## config.mk

```make
export PLATFORM = sky130hd
export DESIGN_NAME = mem_arbiter
export DESIGN_NICKNAME = d
export VERILOG_FILES = /design/src/mem_pkg.sv /design/src/mem_arbiter.sv
export SDC_FILE = /design/constraint.sdc
export NUM_CORES = 1
export LEC_CHECK = 0
export BUFFER_PORTS_ARGS = -buffer_cell sky130_fd_sc_hd__buf_2
export CELL_PAD_IN_SITES_DETAIL_PLACEMENT = 0
export CELL_PAD_IN_SITES_GLOBAL_PLACEMENT = 1
export CORE_ASPECT_RATIO = 1.75
export CORE_MARGIN = 2
export CORE_UTILIZATION = 15
export DETAILED_ROUTE_END_ITERATION = 8
export GPL_ROUTABILITY_DRIVEN = 1
export PLACE_DENSITY = 0.84
export SYNTH_ARGS = -nofsm -noshare
export SYNTH_HDL_FRONTEND = slang
export SYNTH_SLANG_ARGS = --single-unit
```

## constraint.sdc

```tcl
create_clock -name OPB_Clk -period 2.4 [get_ports OPB_Clk]
set_clock_uncertainty 0.2 [all_clocks]
set_input_delay 0.12 -clock OPB_Clk [delete_from_list [all_inputs] [get_ports OPB_Clk]]
set_output_delay 0.12 -clock OPB_Clk [all_outputs]
set_load 0.1 [all_outputs]
```

## src/mem_pkg.sv

```systemverilog
`default_nettype none

package mem_pkg;

  localparam int CPU_AW     = 8;
  localparam int SOFT_AW    = 16;
  localparam int MEM_ADDR_W = SOFT_AW + CPU_AW;   // 24 bits of command address.
  localparam int MEM_DW     = 32;

  localparam logic SRC_FAB = 1'b0;
  localparam logic SRC_CPU = 1'b1;

  // one memory command as it travels through the fifo.
  typedef struct packed {
    logic [MEM_ADDR_W-1:0] addr;
    logic [MEM_DW-1:0]     wdata;
    logic                  rnw;
    logic                  src;   // 0 is fabric, 1 is cpu.
  } mem_cmd_t;

  typedef enum logic [3:0] {
    INIT   = 4'd0,
    IDLE   = 4'd1,
    ACCESS = 4'd2,
    DONE   = 4'd3
  } dram_state_t;

  typedef enum logic [3:0] {
    NONE      = 4'd0,
    GRANT_FAB = 4'd1,
    GRANT_CPU = 4'd2
  } arb_state_t;

endpackage

`default_nettype wire

```

## src/mem_arbiter.sv

```systemverilog
`timescale 1ns/10ps
`default_nettype none

module mem_arbiter (
  input  logic                             OPB_Clk,
  input  logic                             reset,
  input  logic                             cpu_req,
  input  logic [mem_pkg::CPU_AW-1:0]       cpu_addr,
  input  logic [mem_pkg::MEM_DW-1:0]       cpu_wdata,
  input  logic                             cpu_rnw,
  output logic                             cpu_ack,
  input  logic                             fab_req,
  input  logic [mem_pkg::MEM_ADDR_W-1:0]   fab_addr,
  input  logic [mem_pkg::MEM_DW-1:0]       fab_wdata,
  input  logic                             fab_rnw,
  output logic                             fab_ack,
  input  logic [mem_pkg::SOFT_AW-1:0]      software_address_bits,
  input  logic                             override_en,
  input  logic                             override_sel,
  input  logic                             full,
  output logic                             push,
  output mem_pkg::mem_cmd_t                push_cmd,
  output mem_pkg::arb_state_t              arb_state,
  output logic                             arb_conflict
);

  import mem_pkg::*;

  logic cpu_ok;
  logic fab_ok;
  logic grant_cpu;
  logic grant_fab;

  // a request whose ack is already out is the one just taken, so skip it.
  assign cpu_ok = cpu_req && !cpu_ack && (!override_en || override_sel);
  assign fab_ok = fab_req && !fab_ack && (!override_en || !override_sel);

  assign grant_cpu = cpu_ok && !full;            // cpu has priority when both ask.
  assign grant_fab = fab_ok && !cpu_ok && !full;
  assign push      = grant_cpu || grant_fab;

  always_comb begin
    if (grant_cpu) begin
      push_cmd.addr  = {software_address_bits, cpu_addr};
      push_cmd.wdata = cpu_wdata;
      push_cmd.rnw   = cpu_rnw;
      push_cmd.src   = SRC_CPU;
    end else begin
      push_cmd.addr  = fab_addr;
      push_cmd.wdata = fab_wdata;
      push_cmd.rnw   = fab_rnw;
      push_cmd.src   = SRC_FAB;
    end
  end

  always_ff @(posedge OPB_Clk) begin
    if (reset) begin
      cpu_ack      <= 1'b0;
      fab_ack      <= 1'b0;
      arb_state    <= NONE;
      arb_conflict <= 1'b0;
    end else begin
      cpu_ack <= grant_cpu;
      fab_ack <= grant_fab;
      if (grant_cpu) arb_state <= GRANT_CPU;
      else if (grant_fab) arb_state <= GRANT_FAB;
      if (cpu_req && fab_req) arb_conflict <= 1'b1;   // stays set until reset.
    end
  end

endmodule

`default_nettype wire

```

==> impl_metrics.ini <==
[die]
die_w_microns = 63.1
core_sq_um = 5880
initial_core_util_pct = 15.6
fp-row-count = 37
die_h_microns = 107
boundaryPins = 187
dieArea_sq_um = 6780

[clock_network]
htreeDepth = 1
cts_tree = built
cts-resized-gates = 0
clockBufferDepth = 2
cts_hold_buffers = 3
cts.sinks = 5
clk_latency_ns = 0.22
cts_buffers = 3
clk_pin_slew_worst_paths_ns = 0.03
post-cts-setup-buffers = 0
cts_root_buffer = clkbuf_8

[synth]
synth_edf_count = 0
synth_area_sq_um = 917
async_flop_share_pct = 0
synthTopCellsByArea = mux2_2 50%, mux2_1 20%, dfxtp_1 11%
avgSynthCellArea_sq_um = 10.4
synthDistinctLibCells = 20
ys_ff_latch = 5
yosysTopAreaCell = mux2_2
ys.flop_type = dfxtp_1
synth_top_area_share_pct = 50.3
synth.most_common_cell = mux2_2
synth_commonest_cells = 41 x mux2_2, 16 x mux2_1, 5 x dfxtp_1
syn-instance-count = 88
ys_seq_area_share_pct = 10.9
ys_warn_count = 0

[detailed_routing]
wl_microns = 4150
antenna_left = 0
routedWlPerCell_microns = 11.8
dr_total_vias = 1451
via_per_inst = 4.13
drt_iter0_drc = 22
firstDrtPassIters = 4
route.detailed.drc = 0

[global_routing]
grt_overflow = 0
grt_pass1_vias = 1445
antenna_found_initial = 0
grt_util_all_layers_pct = 11.1
grt_max_degree = 31
grt_pass1_wl_microns = 6020

[timing]
finalCriticalPeriod_ns = 2.33
hold_violations = 0
finalSetupViolations = 0
holdWs_ns = 0.0672
tns_ns = 0
drv_slew = 0
rsz0062_at_grt = false
max_freq_mhz = 430
fin_crit_sh_pct = 97.0

[min_path]
min_to = fab_ack
min_path_cells = 3
hold_path.class = input pin to register
hold_path_startpoint = override_en

[run_status]
status = finished clean

[worst_setup_path]
rr_endpoint = arb_state[0]
crit_type = input pin to output port
r2r-start = cpu_ack
ff2ff_path_depth = 4
end_kind = output port
worstPathRequired_ns = 2.08
start_kind = input pin
critPathMaxFanout = 29
rrSetupSlack_ns = 0.96
critPathArrivalTime_ns = 2.01

[power]
totalPowerFinal_uw = 1190
ir_drop_uv = 211
power_per_cell_area_nw_per_um2 = 585
p_leak_uw = 0.00109

[final_layout]
nNetsFinal = 395
finalNonFillerCells = 351
final_layout_size_suffix_gt1_share_pct = 89.7
antennaDiodeCount = 0
syn_to_final_growth_pct = 121
finalInstanceArea_sq_um = 2030

[place]
place_congestion = 0.756
dpl.cell_count = 344
dpl_cell_area_sq_um = 1950
port_buffers = 184
dp_hpwl_microns = 3730

[job]
drv_cap = 0
## worst max-delay path: stages
cell           delay [ns]
dlygate4sd3_1        0.53
buf_2                0.17
nor3_4               0.30
buf_12               0.24
mux2_2               0.35
buf_2                0.29
## sequential cells by signal, indices dropped and copies added (netlist names)
signal        flops
arb_state         2
arb_conflict      1
cpu_ack           1
fab_ack           1
## power by group
| group | internal [uW] | total [uW] | switching [uW] | leakage [uW] |
|---|---|---|---|---|
| Clock | 114 | 154 | 39.7 | 0.0000228 |
| Combinational | 209 | 943 | 733 | 0.00103 |
| Sequential | 88.3 | 90.4 | 2.09 | 0.0000415 |
## placed cells by master, fill, tap and decap left out, drive strengths merged, types with 2 or more instances in the layout
| cell type | count |
|---|---|
| buf | 186 |
| clkbuf | 4 |
| conb | 2 |
| dfxtp | 5 |
| dlygate4sd3 | 3 |
| inv | 2 |
| mux2 | 57 |
| nand2b | 2 |
| nor2 | 2 |
## per-layer routing
metal  share of wire (%)  vias up  GRT usage [%]
li1                    -      691              -
met1                  27      612           8.41
met2                  56      144           24.0
met3                  17        4           4.50
met4                0.82        0           3.17
met5                   0        -              0
## kinds of logic after synthesis
kind of cell | after synthesis | synth area share (%)
AO/OA/AOI/OAI | 7 | 5.59
AND/OR/NAND/NOR | 7 | 5.59
multiplexers | 57 | 70.0
buffers and inverters | 11 | 7.50
other | 1 | 0.409
flip-flops | 5 | 10.9
## metrics by stage
stage | worst slack (ns) | utilization [%]
after floorplan | 0.0108 | -
after global placement | 0.412 | 33.2
after detailed placement | 0.384 | 33.2
after CTS | 0.0575 | 34.5
after global routing | 0.0145 | 34.5
final | 0.0719 | 34.5
## worst max-delay path by stage
stage / startpoint / end / slack, ns / depth (start not counted)
floorplan: fab_ack / push / 0.01 / 3
global placement: cpu_ack / push_cmd[21] / 0.41 / 5
detailed placement: cpu_ack / push_cmd[14] / 0.38 / 5
CTS: full / push_cmd[14] / 0.06 / 6
global route: full / push_cmd[31] / 0.01 / 6
finish: full / push_cmd[55] / 0.07 / 6
## cell type report
type | instances | area, sq um
fill | 642 | 3850
timing repair buffer | 189 | 1010
multi-input combinational | 73 | 769
sequential | 5 | 101
tap | 78 | 97.6
clock buffer | 4 | 45.0
inverter | 2 | 7.51
No activity file was read; power rests on OpenSTA's default activity.
