### src/mem_pkg.sv
`default_nettype none

package mem_pkg;

  localparam int CPU_AW     = 8;
  localparam int SOFT_AW    = 16;
  localparam int MEM_ADDR_W = SOFT_AW + CPU_AW;   // 24 bits of command address.
  localparam int MEM_DW     = 32;

  localparam logic SRC_FAB = 1'b0;
  localparam logic SRC_CPU = 1'b1;

  // one memory command as it travels through the fifo.
  typedef struct packed {
    logic [MEM_ADDR_W-1:0] addr;
    logic [MEM_DW-1:0]     wdata;
    logic                  rnw;
    logic                  src;   // 0 is fabric, 1 is cpu.
  } mem_cmd_t;

  typedef enum logic [3:0] {
    INIT   = 4'd0,
    IDLE   = 4'd1,
    ACCESS = 4'd2,
    DONE   = 4'd3
  } dram_state_t;

  typedef enum logic [3:0] {
    NONE      = 4'd0,
    GRANT_FAB = 4'd1,
    GRANT_CPU = 4'd2
  } arb_state_t;

endpackage

`default_nettype wire

### src/cmd_fifo.sv
`timescale 1ns/10ps
`default_nettype none

module cmd_fifo #(
  parameter int FIFO_DEPTH = 8
) (
  input  logic              OPB_Clk,
  input  logic              reset,
  input  logic              push,
  input  mem_pkg::mem_cmd_t push_cmd,
  input  logic              pop,
  output mem_pkg::mem_cmd_t head_cmd,
  output logic              full,
  output logic              empty,
  output logic [3:0]        level
);

  import mem_pkg::*;

  localparam int PTR_W = (FIFO_DEPTH > 1) ? $clog2(FIFO_DEPTH) : 1;

  mem_cmd_t         slots [FIFO_DEPTH];
  logic [PTR_W-1:0] wr_ptr;
  logic [PTR_W-1:0] rd_ptr;
  logic             do_push;
  logic             do_pop;

  function automatic logic [PTR_W-1:0] next_ptr(input logic [PTR_W-1:0] ptr);
    return (ptr == PTR_W'(FIFO_DEPTH - 1)) ? '0 : ptr + 1'b1;
  endfunction

  assign full     = (level == 4'(FIFO_DEPTH));
  assign empty    = (level == 4'd0);
  assign do_push  = push && !full;   // overflow and underflow are dropped.
  assign do_pop   = pop && !empty;
  assign head_cmd = slots[rd_ptr];

  always_ff @(posedge OPB_Clk) begin
    if (reset) begin
      wr_ptr <= '0;
      rd_ptr <= '0;
      level  <= 4'd0;
    end else begin
      if (do_push) wr_ptr <= next_ptr(wr_ptr);
      if (do_pop) rd_ptr <= next_ptr(rd_ptr);
      case ({do_push, do_pop})
        2'b10:   level <= level + 4'd1;
        2'b01:   level <= level - 4'd1;
        default: level <= level;
      endcase
    end
  end

  always_ff @(posedge OPB_Clk) begin
    if (do_push) slots[wr_ptr] <= push_cmd;
  end

endmodule

`default_nettype wire

### config.mk
export PLATFORM = sky130hd
export DESIGN_NAME = cmd_fifo
export DESIGN_NICKNAME = d
export VERILOG_FILES = /design/src/mem_pkg.sv /design/src/cmd_fifo.sv
export SDC_FILE = /design/constraint.sdc
export NUM_CORES = 1
export LEC_CHECK = 0
export BUFFER_PORTS_ARGS = -buffer_cell sky130_fd_sc_hd__buf_2
export CORE_AREA = 2 2 195 197
export CTS_BUF_LIST = sky130_fd_sc_hd__clkbuf_8
export CTS_CLUSTER_DIAMETER = 200
export CTS_CLUSTER_SIZE = 10
export DETAILED_ROUTE_END_ITERATION = 10
export DIE_AREA = 0 0 197 199
export MAX_ROUTING_LAYER = met4
export PLACE_DENSITY = 0.72
export SLEW_MARGIN = 10
export SYNTH_ARGS = -nofsm -noshare
export SYNTH_HDL_FRONTEND = slang
export SYNTH_SLANG_ARGS = --single-unit
### constraint.sdc
create_clock -name OPB_Clk -period 10.75 [get_ports OPB_Clk]
set_clock_uncertainty 0.1 [all_clocks]
set_input_delay 2.15 -clock OPB_Clk [delete_from_list [all_inputs] [get_ports OPB_Clk]]
set_output_delay 2.15 -clock OPB_Clk [all_outputs]
set_load 0.02 [all_outputs]
==> impl_metrics.ini <==
[floorplanning]
rows = 71
coreArea_mm2 = 0.0371
start_util_pct = 49.3
die_height_um = 199
num_io_pins = 126
fp.dieW_um = 197
dieArea_mm2 = 0.0392

[setup_path]
cp_data_arrival_time_ps = 3220
worstPathMaxFanout = 65
start_kind = register
ff2ff_setup_slack_ps = 7480
cp-end-kind = output port
max_stage_delay_ps = 980
r2r-start = level[1]
critPathKind = reg2out
worst_path_max_delay_cell = dfxtp_4
cp_cell_sequence = buf_4 -> mux4_2 -> mux2_4 -> buf_2
worst-r2r-cell-count = 5
cp.required_ps = 8500
timing.rr.end = slots[5][29]

[grt]
grt_pass1_vias = 8207
grt_max_degree = 66
grt_pass1_wl_um = 49700
track_usage_pct = 17.8
antenna_found_initial = 4
gr-total-overflow = 0

[synthesis]
yosys-top-cells-area = edfxtp_1 76%, mux4_2 13%, mux2_4 3.3%
yosysSeqAreaShare_pct = 77.6
ys_ff_latch = 477
yosysUniqueCellTypes = 32
avgSynthCellArea_um2 = 24.5
syn_nets = 817
yosysTopAreaCell = edfxtp_1
synth_area_mm2 = 0.0183
synth_top_area_share_pct = 76.1
syn-instance-count = 748
ys_warn_count = 0

[timing]
rsz0062_at_grt = false
fin_tns_setup_ps = 0
slew_headroom_pct = 25.6
setup_violations = 0
drv_slew = 0
whs_ps = 385
fin_crit_sh_pct = 50.9
max_slew.worst_pin.slew_ps = 1110
fmax_mhz = 183
fin_crit_ps = 5470
hold_viol_final = 0

[pwr]
vdd_drop_max_v = 0.000116
powerDensity_mw_per_mm2 = 203
p_leak_uw = 0.00655

[placed_design]
finalWeightedCongestion = 0.695
dp_hpwl_um = 17000
portBuffers = 125

[clock_network]
clkLatencyLatePin_ps = 600
cts_setup_buffers = 0
cts_max_level = 2
root_buffer = clkbuf_8
cts_num_sinks = 477
tritoncts = yes
path_clk_slew_ps = 70
holdBufCountCts = 0
cts_buffer_depth = 3
cts_made_buffers = 53
cts_resized = 0

[route]
routed_wl_um = 33100
drt_first_pass_iters = 7
vias_per_cell = 5.62
vias = 7918
drcViolationCount = 0
ant_nets = 0
wl_per_cell_um = 23.5
drt-initial-drc-count = 636

[flow_run]
drv_cap = 0

[final_layout]
nets = 975
area_delta_synth_final_pct = 10.8
drive_above_1_share_pct = 40.3

[hold_path]
holdPathStages = 2
hold_class = reg2reg
min_from = rd_ptr[2]

[run_status]
status = completed
-- report_power, final --
group	switching (µW)	total, µW	internal, µW
logic	443	896	453
registers	66.2	2190	2130
clock network	582	1030	451
total	1090	4120	3030
-- logic make-up after synthesis --
family,share of synthesized area [%]
buffers and inverters,1.37
adders and majority gates,0.479
and+or+nand+nor,0.971
AOI/OAI and AO/OA,0.479
xor gates and xnor gates,0.144
muxes,19.0
DFF,77.6
-- layer usage --
layer,track usage (%),share of wire (%)
met5,-,0
met4,4.71,1.7
met3,4.00,5.0
met2,28.7,50
met1,23.1,43
-- layout by cell type (no fill, tap or decap), types with 3 or more instances in the layout --
master | Yosys | routed
buf_2 | 15 | 125
clkbuf_8 | 0 | 53
nor2_1 | 10 | 7
mux2_2 | 19 | 19
nor3_2 | 0 | 4
inv_1 | 1 | 21
buf_4 | 0 | 13
nor2_4 | 0 | 3
dfxtp_1 | 13 | 10
mux4_2 | 108 | 108
diode_2 | 0 | 6
nand2_1 | 6 | 6
mux4_1 | 8 | 8
a21oi_1 | 7 | 7
edfxtp_1 | 464 | 464
ha_1 | 7 | 7
nand2b_1 | 3 | 3
mux2_4 | 40 | 40
xor2_1 | 3 | 3
dfxtp_4 | 0 | 3
-- worst max-delay path: cells and delay by family (launching register included) --
kind | cells | cell delay, ps
buffers and inverters | 2 | 890
DFF | 1 | 980
muxes | 2 | 690
-- metrics by stage --
stage / cells / total power (µW) / cell area, µm² / util [%] / worst slack, ps
2_1_floorplan: 748 / 2950 / 18300 / - / 2030
3_3_place_gp: 1325 / 3140 / 19400 / 52.3 / 5830
3_5_place_dp: 1325 / 3150 / 19400 / 52.3 / 5770
4_1_cts: 1402 / 4190 / 20300 / 54.6 / 5140
5_1_grt: 1406 / 4310 / 20300 / 54.6 / 4990
6_report: 1408 / 4120 / 20300 / 54.6 / 5280
-- cell usage after synthesis, drive strengths merged --
master and count:
nor2b 1, buf 21, nand3b 1, edfxtp 464
nor4 2, nand2 6, inv 1, dfxtp 13
xor2 3, nand2b 3, ha 7, or3b 1
nor2 10, o41ai 1, o21ai 2, nor3 6
or3 2, mux2 59, clkbuf 14, mux4 116
a32o 1, o22ai 1, and2 1, a21bo 1
mux2i 2, a21oi 7, nor3b 2
-- flip-flops by register name (all words and copies together), names as in the netlist, named ones only --
| register | cells |
|---|---|
| level | 4 |
| rd_ptr | 3 |
| slots | 464 |
| wr_ptr | 3 |
-- how the worst max path moves through the flow --
| stage | from | end | slack, ps | depth (start not counted) |
|---|---|---|---|---|
| after floorplan | push | slots[0][0] | 2030 | 3 |
| after global routing | register | head_cmd[46] | 4990 | 4 |
| after detailed placement | push | slots[6][21] | 5770 | 4 |
| final | register | head_cmd[42] | 5280 | 4 |
| after global placement | register | head_cmd[56] | 5830 | 4 |
| after CTS | register | head_cmd[56] | 5140 | 4 |
-- layout make-up --
cell class / instances / area, µm²
Timing Repair Buffer: 138 / 723
Fill cell: 2822 / 16900
Multi-Input combinational cell: 235 / 3910
Antenna cell: 6 / 15.0
Clock inverter: 24 / 105
Clock buffer: 53 / 729
Sequential cell: 477 / 14200
Tap cell: 474 / 593
Inverter: 1 / 3.75
Power figures use the tool's default switching activity.
