### src/opb_pkg.sv
`default_nettype none

package opb_pkg;

  localparam int OPB_AWIDTH = 32;
  localparam int OPB_DWIDTH = 32;

  // word index of each register, counted from the base address.
  typedef enum logic [2:0] {
    REG_SOFTADDR = 3'd0,
    REG_PHYREADY = 3'd1,
    REG_OVERRIDE = 3'd2,
    REG_ARBSTATE = 3'd3,
    REG_MEMSTATE = 3'd4
  } reg_index_t;

  // bit positions use the big-endian OPB numbering, so bit 31 is the lsb.
  localparam int PHY_READY_BIT = 31;
  localparam int OVR_EN_BIT    = 31;
  localparam int OVR_SEL_BIT   = 24;

endpackage

`default_nettype wire

### src/mem_pkg.sv
`default_nettype none

package mem_pkg;

  localparam int CPU_AW     = 8;
  localparam int SOFT_AW    = 16;
  localparam int MEM_ADDR_W = SOFT_AW + CPU_AW;   // 24 bits of command address.
  localparam int MEM_DW     = 32;

  localparam logic SRC_FAB = 1'b0;
  localparam logic SRC_CPU = 1'b1;

  // one memory command as it travels through the fifo.
  typedef struct packed {
    logic [MEM_ADDR_W-1:0] addr;
    logic [MEM_DW-1:0]     wdata;
    logic                  rnw;
    logic                  src;   // 0 is fabric, 1 is cpu.
  } mem_cmd_t;

  typedef enum logic [3:0] {
    INIT   = 4'd0,
    IDLE   = 4'd1,
    ACCESS = 4'd2,
    DONE   = 4'd3
  } dram_state_t;

  typedef enum logic [3:0] {
    NONE      = 4'd0,
    GRANT_FAB = 4'd1,
    GRANT_CPU = 4'd2
  } arb_state_t;

endpackage

`default_nettype wire

### src/ctrl_opb_attach.sv
`timescale 1ns/10ps
`default_nettype none

module ctrl_opb_attach #(
  parameter logic [opb_pkg::OPB_AWIDTH-1:0] C_BASEADDR = '0,
  parameter logic [opb_pkg::OPB_AWIDTH-1:0] C_HIGHADDR = '0
) (
  input  logic                            OPB_Clk,
  input  logic                            reset,
  input  logic [0:opb_pkg::OPB_AWIDTH-1]  OPB_ABus,
  input  logic [0:3]                      OPB_BE,
  input  logic [0:opb_pkg::OPB_DWIDTH-1]  OPB_DBus,
  input  logic                            OPB_RNW,
  input  logic                            OPB_select,
  output logic [0:opb_pkg::OPB_DWIDTH-1]  Sl_DBus,
  output logic                            Sl_xferAck,
  output logic                            Sl_errAck,
  input  logic                            phy_ready,
  input  mem_pkg::dram_state_t            dram_state,
  input  logic [3:0]                      fifo_level,
  input  mem_pkg::arb_state_t             arb_state,
  input  logic                            arb_conflict,
  output logic [15:0]                     software_address_bits,
  output logic                            override_en,
  output logic                            override_sel
);

  import opb_pkg::*;

  logic [OPB_AWIDTH-1:0] offset;
  logic                  in_window;
  logic                  mapped;
  logic                  answer;
  reg_index_t            word_idx;
  reg_index_t            rd_idx;   // register index held for the read data phase.
  logic [0:OPB_DWIDTH-1] rd_word;

  assign offset    = OPB_ABus - C_BASEADDR;
  assign in_window = (OPB_ABus >= C_BASEADDR) && (OPB_ABus <= C_HIGHADDR);
  assign word_idx  = reg_index_t'(offset[4:2]);   // byte offset to word index.
  assign mapped    = (offset[OPB_AWIDTH-1:5] == '0) && (offset[4:2] <= 3'(REG_MEMSTATE));

  // only one acknowledge per transfer, never while the previous one is still out.
  assign answer = OPB_select && in_window && !Sl_xferAck && !Sl_errAck;

  always_ff @(posedge OPB_Clk) begin
    if (reset) begin
      Sl_xferAck            <= 1'b0;
      Sl_errAck             <= 1'b0;
      software_address_bits <= '0;
      override_en           <= 1'b0;
      override_sel          <= 1'b0;
    end else begin
      Sl_xferAck <= answer && mapped;
      Sl_errAck  <= answer && !mapped;
      if (answer && mapped && !OPB_RNW) begin
        case (word_idx)
          REG_SOFTADDR: begin
            if (OPB_BE[3]) software_address_bits[7:0]  <= OPB_DBus[24:31];
            if (OPB_BE[2]) software_address_bits[15:8] <= OPB_DBus[16:23];
          end
          REG_OVERRIDE: begin
            if (OPB_BE[3]) begin
              override_en  <= OPB_DBus[OVR_EN_BIT];
              override_sel <= OPB_DBus[OVR_SEL_BIT];
            end
          end
          default: ;   // status registers ignore writes.
        endcase
      end
    end
  end

  always_ff @(posedge OPB_Clk) begin
    if (answer) rd_idx <= word_idx;
  end

  always_comb begin
    rd_word = '0;
    case (rd_idx)
      REG_SOFTADDR: rd_word[16:31]       = software_address_bits;
      REG_PHYREADY: rd_word[PHY_READY_BIT] = phy_ready;
      REG_OVERRIDE: begin
        rd_word[OVR_EN_BIT]  = override_en;
        rd_word[OVR_SEL_BIT] = override_sel;
      end
      REG_ARBSTATE: rd_word[24:31] = {arb_conflict, 3'b000, arb_state};
      REG_MEMSTATE: rd_word[24:31] = {fifo_level, dram_state};
      default:      rd_word = '0;
    endcase
  end

  // the bus sees data only while this slave acknowledges.
  assign Sl_DBus = Sl_xferAck ? rd_word : '0;

endmodule

`default_nettype wire

### config.mk
export PLATFORM = sky130hd
export DESIGN_NAME = ctrl_opb_attach
export DESIGN_NICKNAME = d
export VERILOG_FILES = /design/src/opb_pkg.sv /design/src/mem_pkg.sv /design/src/ctrl_opb_attach.sv
export SDC_FILE = /design/constraint.sdc
export NUM_CORES = 1
export LEC_CHECK = 0
export BUFFER_PORTS_ARGS = -buffer_cell sky130_fd_sc_hd__clkbuf_2
export CAP_MARGIN = 20
export CORE_MARGIN = 4
export CORE_UTILIZATION = 40
export CTS_CLUSTER_DIAMETER = 30
export DETAILED_ROUTE_END_ITERATION = 10
export HOLD_SLACK_MARGIN = 0.15
export PLACE_DENSITY = 0.87
export SYNTH_ARGS = -nofsm -noshare
export SYNTH_HDL_FRONTEND = slang
export SYNTH_SLANG_ARGS = --single-unit
### constraint.sdc
create_clock -name OPB_Clk -period 3.1 [get_ports OPB_Clk]
set_input_delay 0.62 -clock OPB_Clk [delete_from_list [all_inputs] [get_ports OPB_Clk]]
set_output_delay 0.62 -clock OPB_Clk [all_outputs]
set_load 0.02 [all_outputs]
==> flow_summary.ini <==
[outcome]
outcome = complete, no violations

[run]
drv_cap = 0

[die]
die_w_um = 70.0
rows = 22
die_h_um = 70.0
start_util = 0.416
die_area_sq_mm = 0.00489
core_sq_mm = 0.00369
ios = 138

[grt]
grt_max_degree = 20
gr-total-overflow = 0
grt_pass1_wl_um = 6890
grt_pass1_vias = 1497
grt.total_usage = 0.168
antenna_found_initial = 0

[timing]
finalHoldViolCount = 0
layout_setup_ws_ps = 477
period_share = 0.846
tightestPinTransition_ps = 633
skew_ps = 5.78
slew-limit-headroom = 0.578
finalMaxSlewViolations = 0
finalSetupTns_ps = 0
max_freq_ghz = 0.381
rsz0062_at_grt = no
finalSetupViolations = 0
min_period_ps = 2620

[critical_path]
cp_top_family = simple AND/OR/NAND/NOR gates
cpPeakStageDelay_ps = 500
ff2ff_setup_slack_ps = 1210
cp_num_buf_inv = 1
timing.setup.critical_path_class = flip-flop to output pin
crit_fanout = 8
cp.arrival_ps = 2000
critPathCaptureType = output pin
crit_start = rd_idx[0]
r2r_start = Sl_xferAck
crit_path_top_delay_cell = edfxtp_1
crit_chain = nor2_1 > nand2_1 > nor2_1 > and2_1 > clkbuf_2
worstSetupStartpointType = flip-flop
cp.required_ps = 2480
crit_path_frequent_cell = nor2_1

[yosys]
async_flop_share = 0
synthAdderAreaFrac = 0
synth_cells = 164
synth_xor_area_frac = 0
synth_ff_type = dfxtp_1
yosys-top-cells-area = dfxtp_1, buf_4, o31ai_1
synth.mux.area_fraction = 0.0554
netlist-cell-type-count = 33
netlist.area_leader.share = 0.261
ys_seq_area_frac = 0.319
yosys.area_share.simple = 0.311
syn_area_sq_mm = 0.00154
syn_avg_cell_area_sq_um = 9.36
synth_seq_cells = 23
synth_top_family_by_area = simple AND/OR/NAND/NOR gates
yosysTopAreaCell = dfxtp_1
ys.warnings.count = 0
synth-edff-count = 3
synth-compound-area-share = 0.169

[placement]
dp_cells = 305
gp_congestion = 0.756
dp_hpwl_um = 3510
place_ws_ps = 723
port_buffers = 103

[finish]
antenna_cells = 0
areaGrowthSynthToFinish_pct = 30.6
final_nets = 348
fillers = 379
drive_gt1_frac = 0.448
instances_no_fill = 309

[clock_tree]
post_cts_resized = 0
clkTransAtPathRegs_ps = 90
cts_buffers = 3
post_cts_buffers = 0
h-tree-depth = 1
clkLatencyLatePin_ps = 270
cts_tree = built
holdBufCountCts = 0
cts.path.max_buffers = 2
clock-sinks = 23
cts_root_buf = clkbuf_8

[detailed_routing]
wirelength_um = 4350
num_vias = 1581
viasPerCell = 5.12
drt.antenna.violating_nets = 0
first_pass_iters = 4
dr.first_iter.drc_count = 49
route.detailed.drc = 0
wl_per_cell_um = 14.1

[power]
powerDensity_mw_per_mm2 = 287
p_leak_nw = 0.901
peakVddDrop_mv = 0.169

[worst_hold_path]
hp-class = flip-flop to flip-flop
hp-start = software_address_bits[15]
-- where the power goes --
| part | switching, mW | internal, mW | total [mW] |
|---|---|---|---|
| Sequential | 0.000641 | 0.302 | 0.302 |
| Clock | 0.100 | 0.0898 | 0.190 |
| Combinational | 0.0450 | 0.0373 | 0.0823 |
| Total | 0.146 | 0.429 | 0.575 |
-- layout by cell type (no fill, tap or decap), types with 4 or more instances in the layout --
master      n
a21oi_1    17
a22oi_1     4
and2_1      9
clkbuf_2  103
conb_1     17
dfxtp_1    20
mux2i_1     4
nand4_1    18
nor2_1      7
nor2b_1     8
o31ai_1    16
-- synth_stat cells, types with 2 or more instances --
master and number:
nor3_1 2, mux2_2 2, o31ai_1 16, nand4_1 18, a22oi_1 4, nor2_1 7, dfxtp_1 20, nor4_4 3
nor4_2 2, clkbuf_1 4, nand3_1 2, and2_1 9, a21oi_1 17, nand3b_1 2, mux2i_1 4, nor2b_1 8
nand2_1 3, buf_4 16, and4_1 3, buf_6 4, edfxtp_1 3, nor4_1 3, mux2_1 2
-- worst paths after layout --
| check | end | cells after the start |
|---|---|---|
| worst min register to register | software_address_bits[15] | 2 |
| worst max-delay path | Sl_DBus[17] | 5 |
| worst min-delay path | software_address_bits[15] | 2 |
| worst max register to register | rd_idx[0] | 3 |
-- through the flow --
stage	utilization	instance area, sq um	hold WS (ps)	power (mW)
global route	0.543	2000	507	0.599
floorplan	-	1600	552	0.358
CTS	0.543	2000	487	0.577
detailed placement	0.531	1960	474	0.392
global placement	0.531	1960	466	0.390
finish	0.543	2000	484	0.575
-- flip-flops by register name, summed over array words and instances (netlist names) --
register and count:
Sl_errAck 1, Sl_xferAck 1, override_en 1, override_sel 1, rd_idx 3, software_address_bits 16
-- kinds of logic after synthesis --
| kind of cell | after synthesis |
|---|---|
| simple gates | 65 |
| buf+inv | 27 |
| mux | 8 |
| compound gates | 40 |
| flops | 23 |
| other cells | 1 |
-- per-layer routing --
| layer | track usage | wire length (um) |
|---|---|---|
| met1 | 0.210 | 1750 |
| met2 | 0.290 | 2120 |
| met3 | 0.0475 | 466 |
| met4 | 0.0298 | 14 |
| met5 | 0 | 0 |
-- layout make-up --
type / instances / area, sq um / area share
clock inverter: 1 / 5.00 / 0.00250
clock buffer: 3 / 41.3 / 0.0206
timing repair buffer: 104 / 523 / 0.261
multi-input combinational: 130 / 885 / 0.441
tap: 48 / 60.1 / 0.0300
sequential: 23 / 490 / 0.245
-- tightest hold or removal path: stages, from the launching register on --
cell and delay [ps]:
dfxtp_1 330, o31ai_1 60, a21oi_1 50
Power figures use the tool's default switching activity.
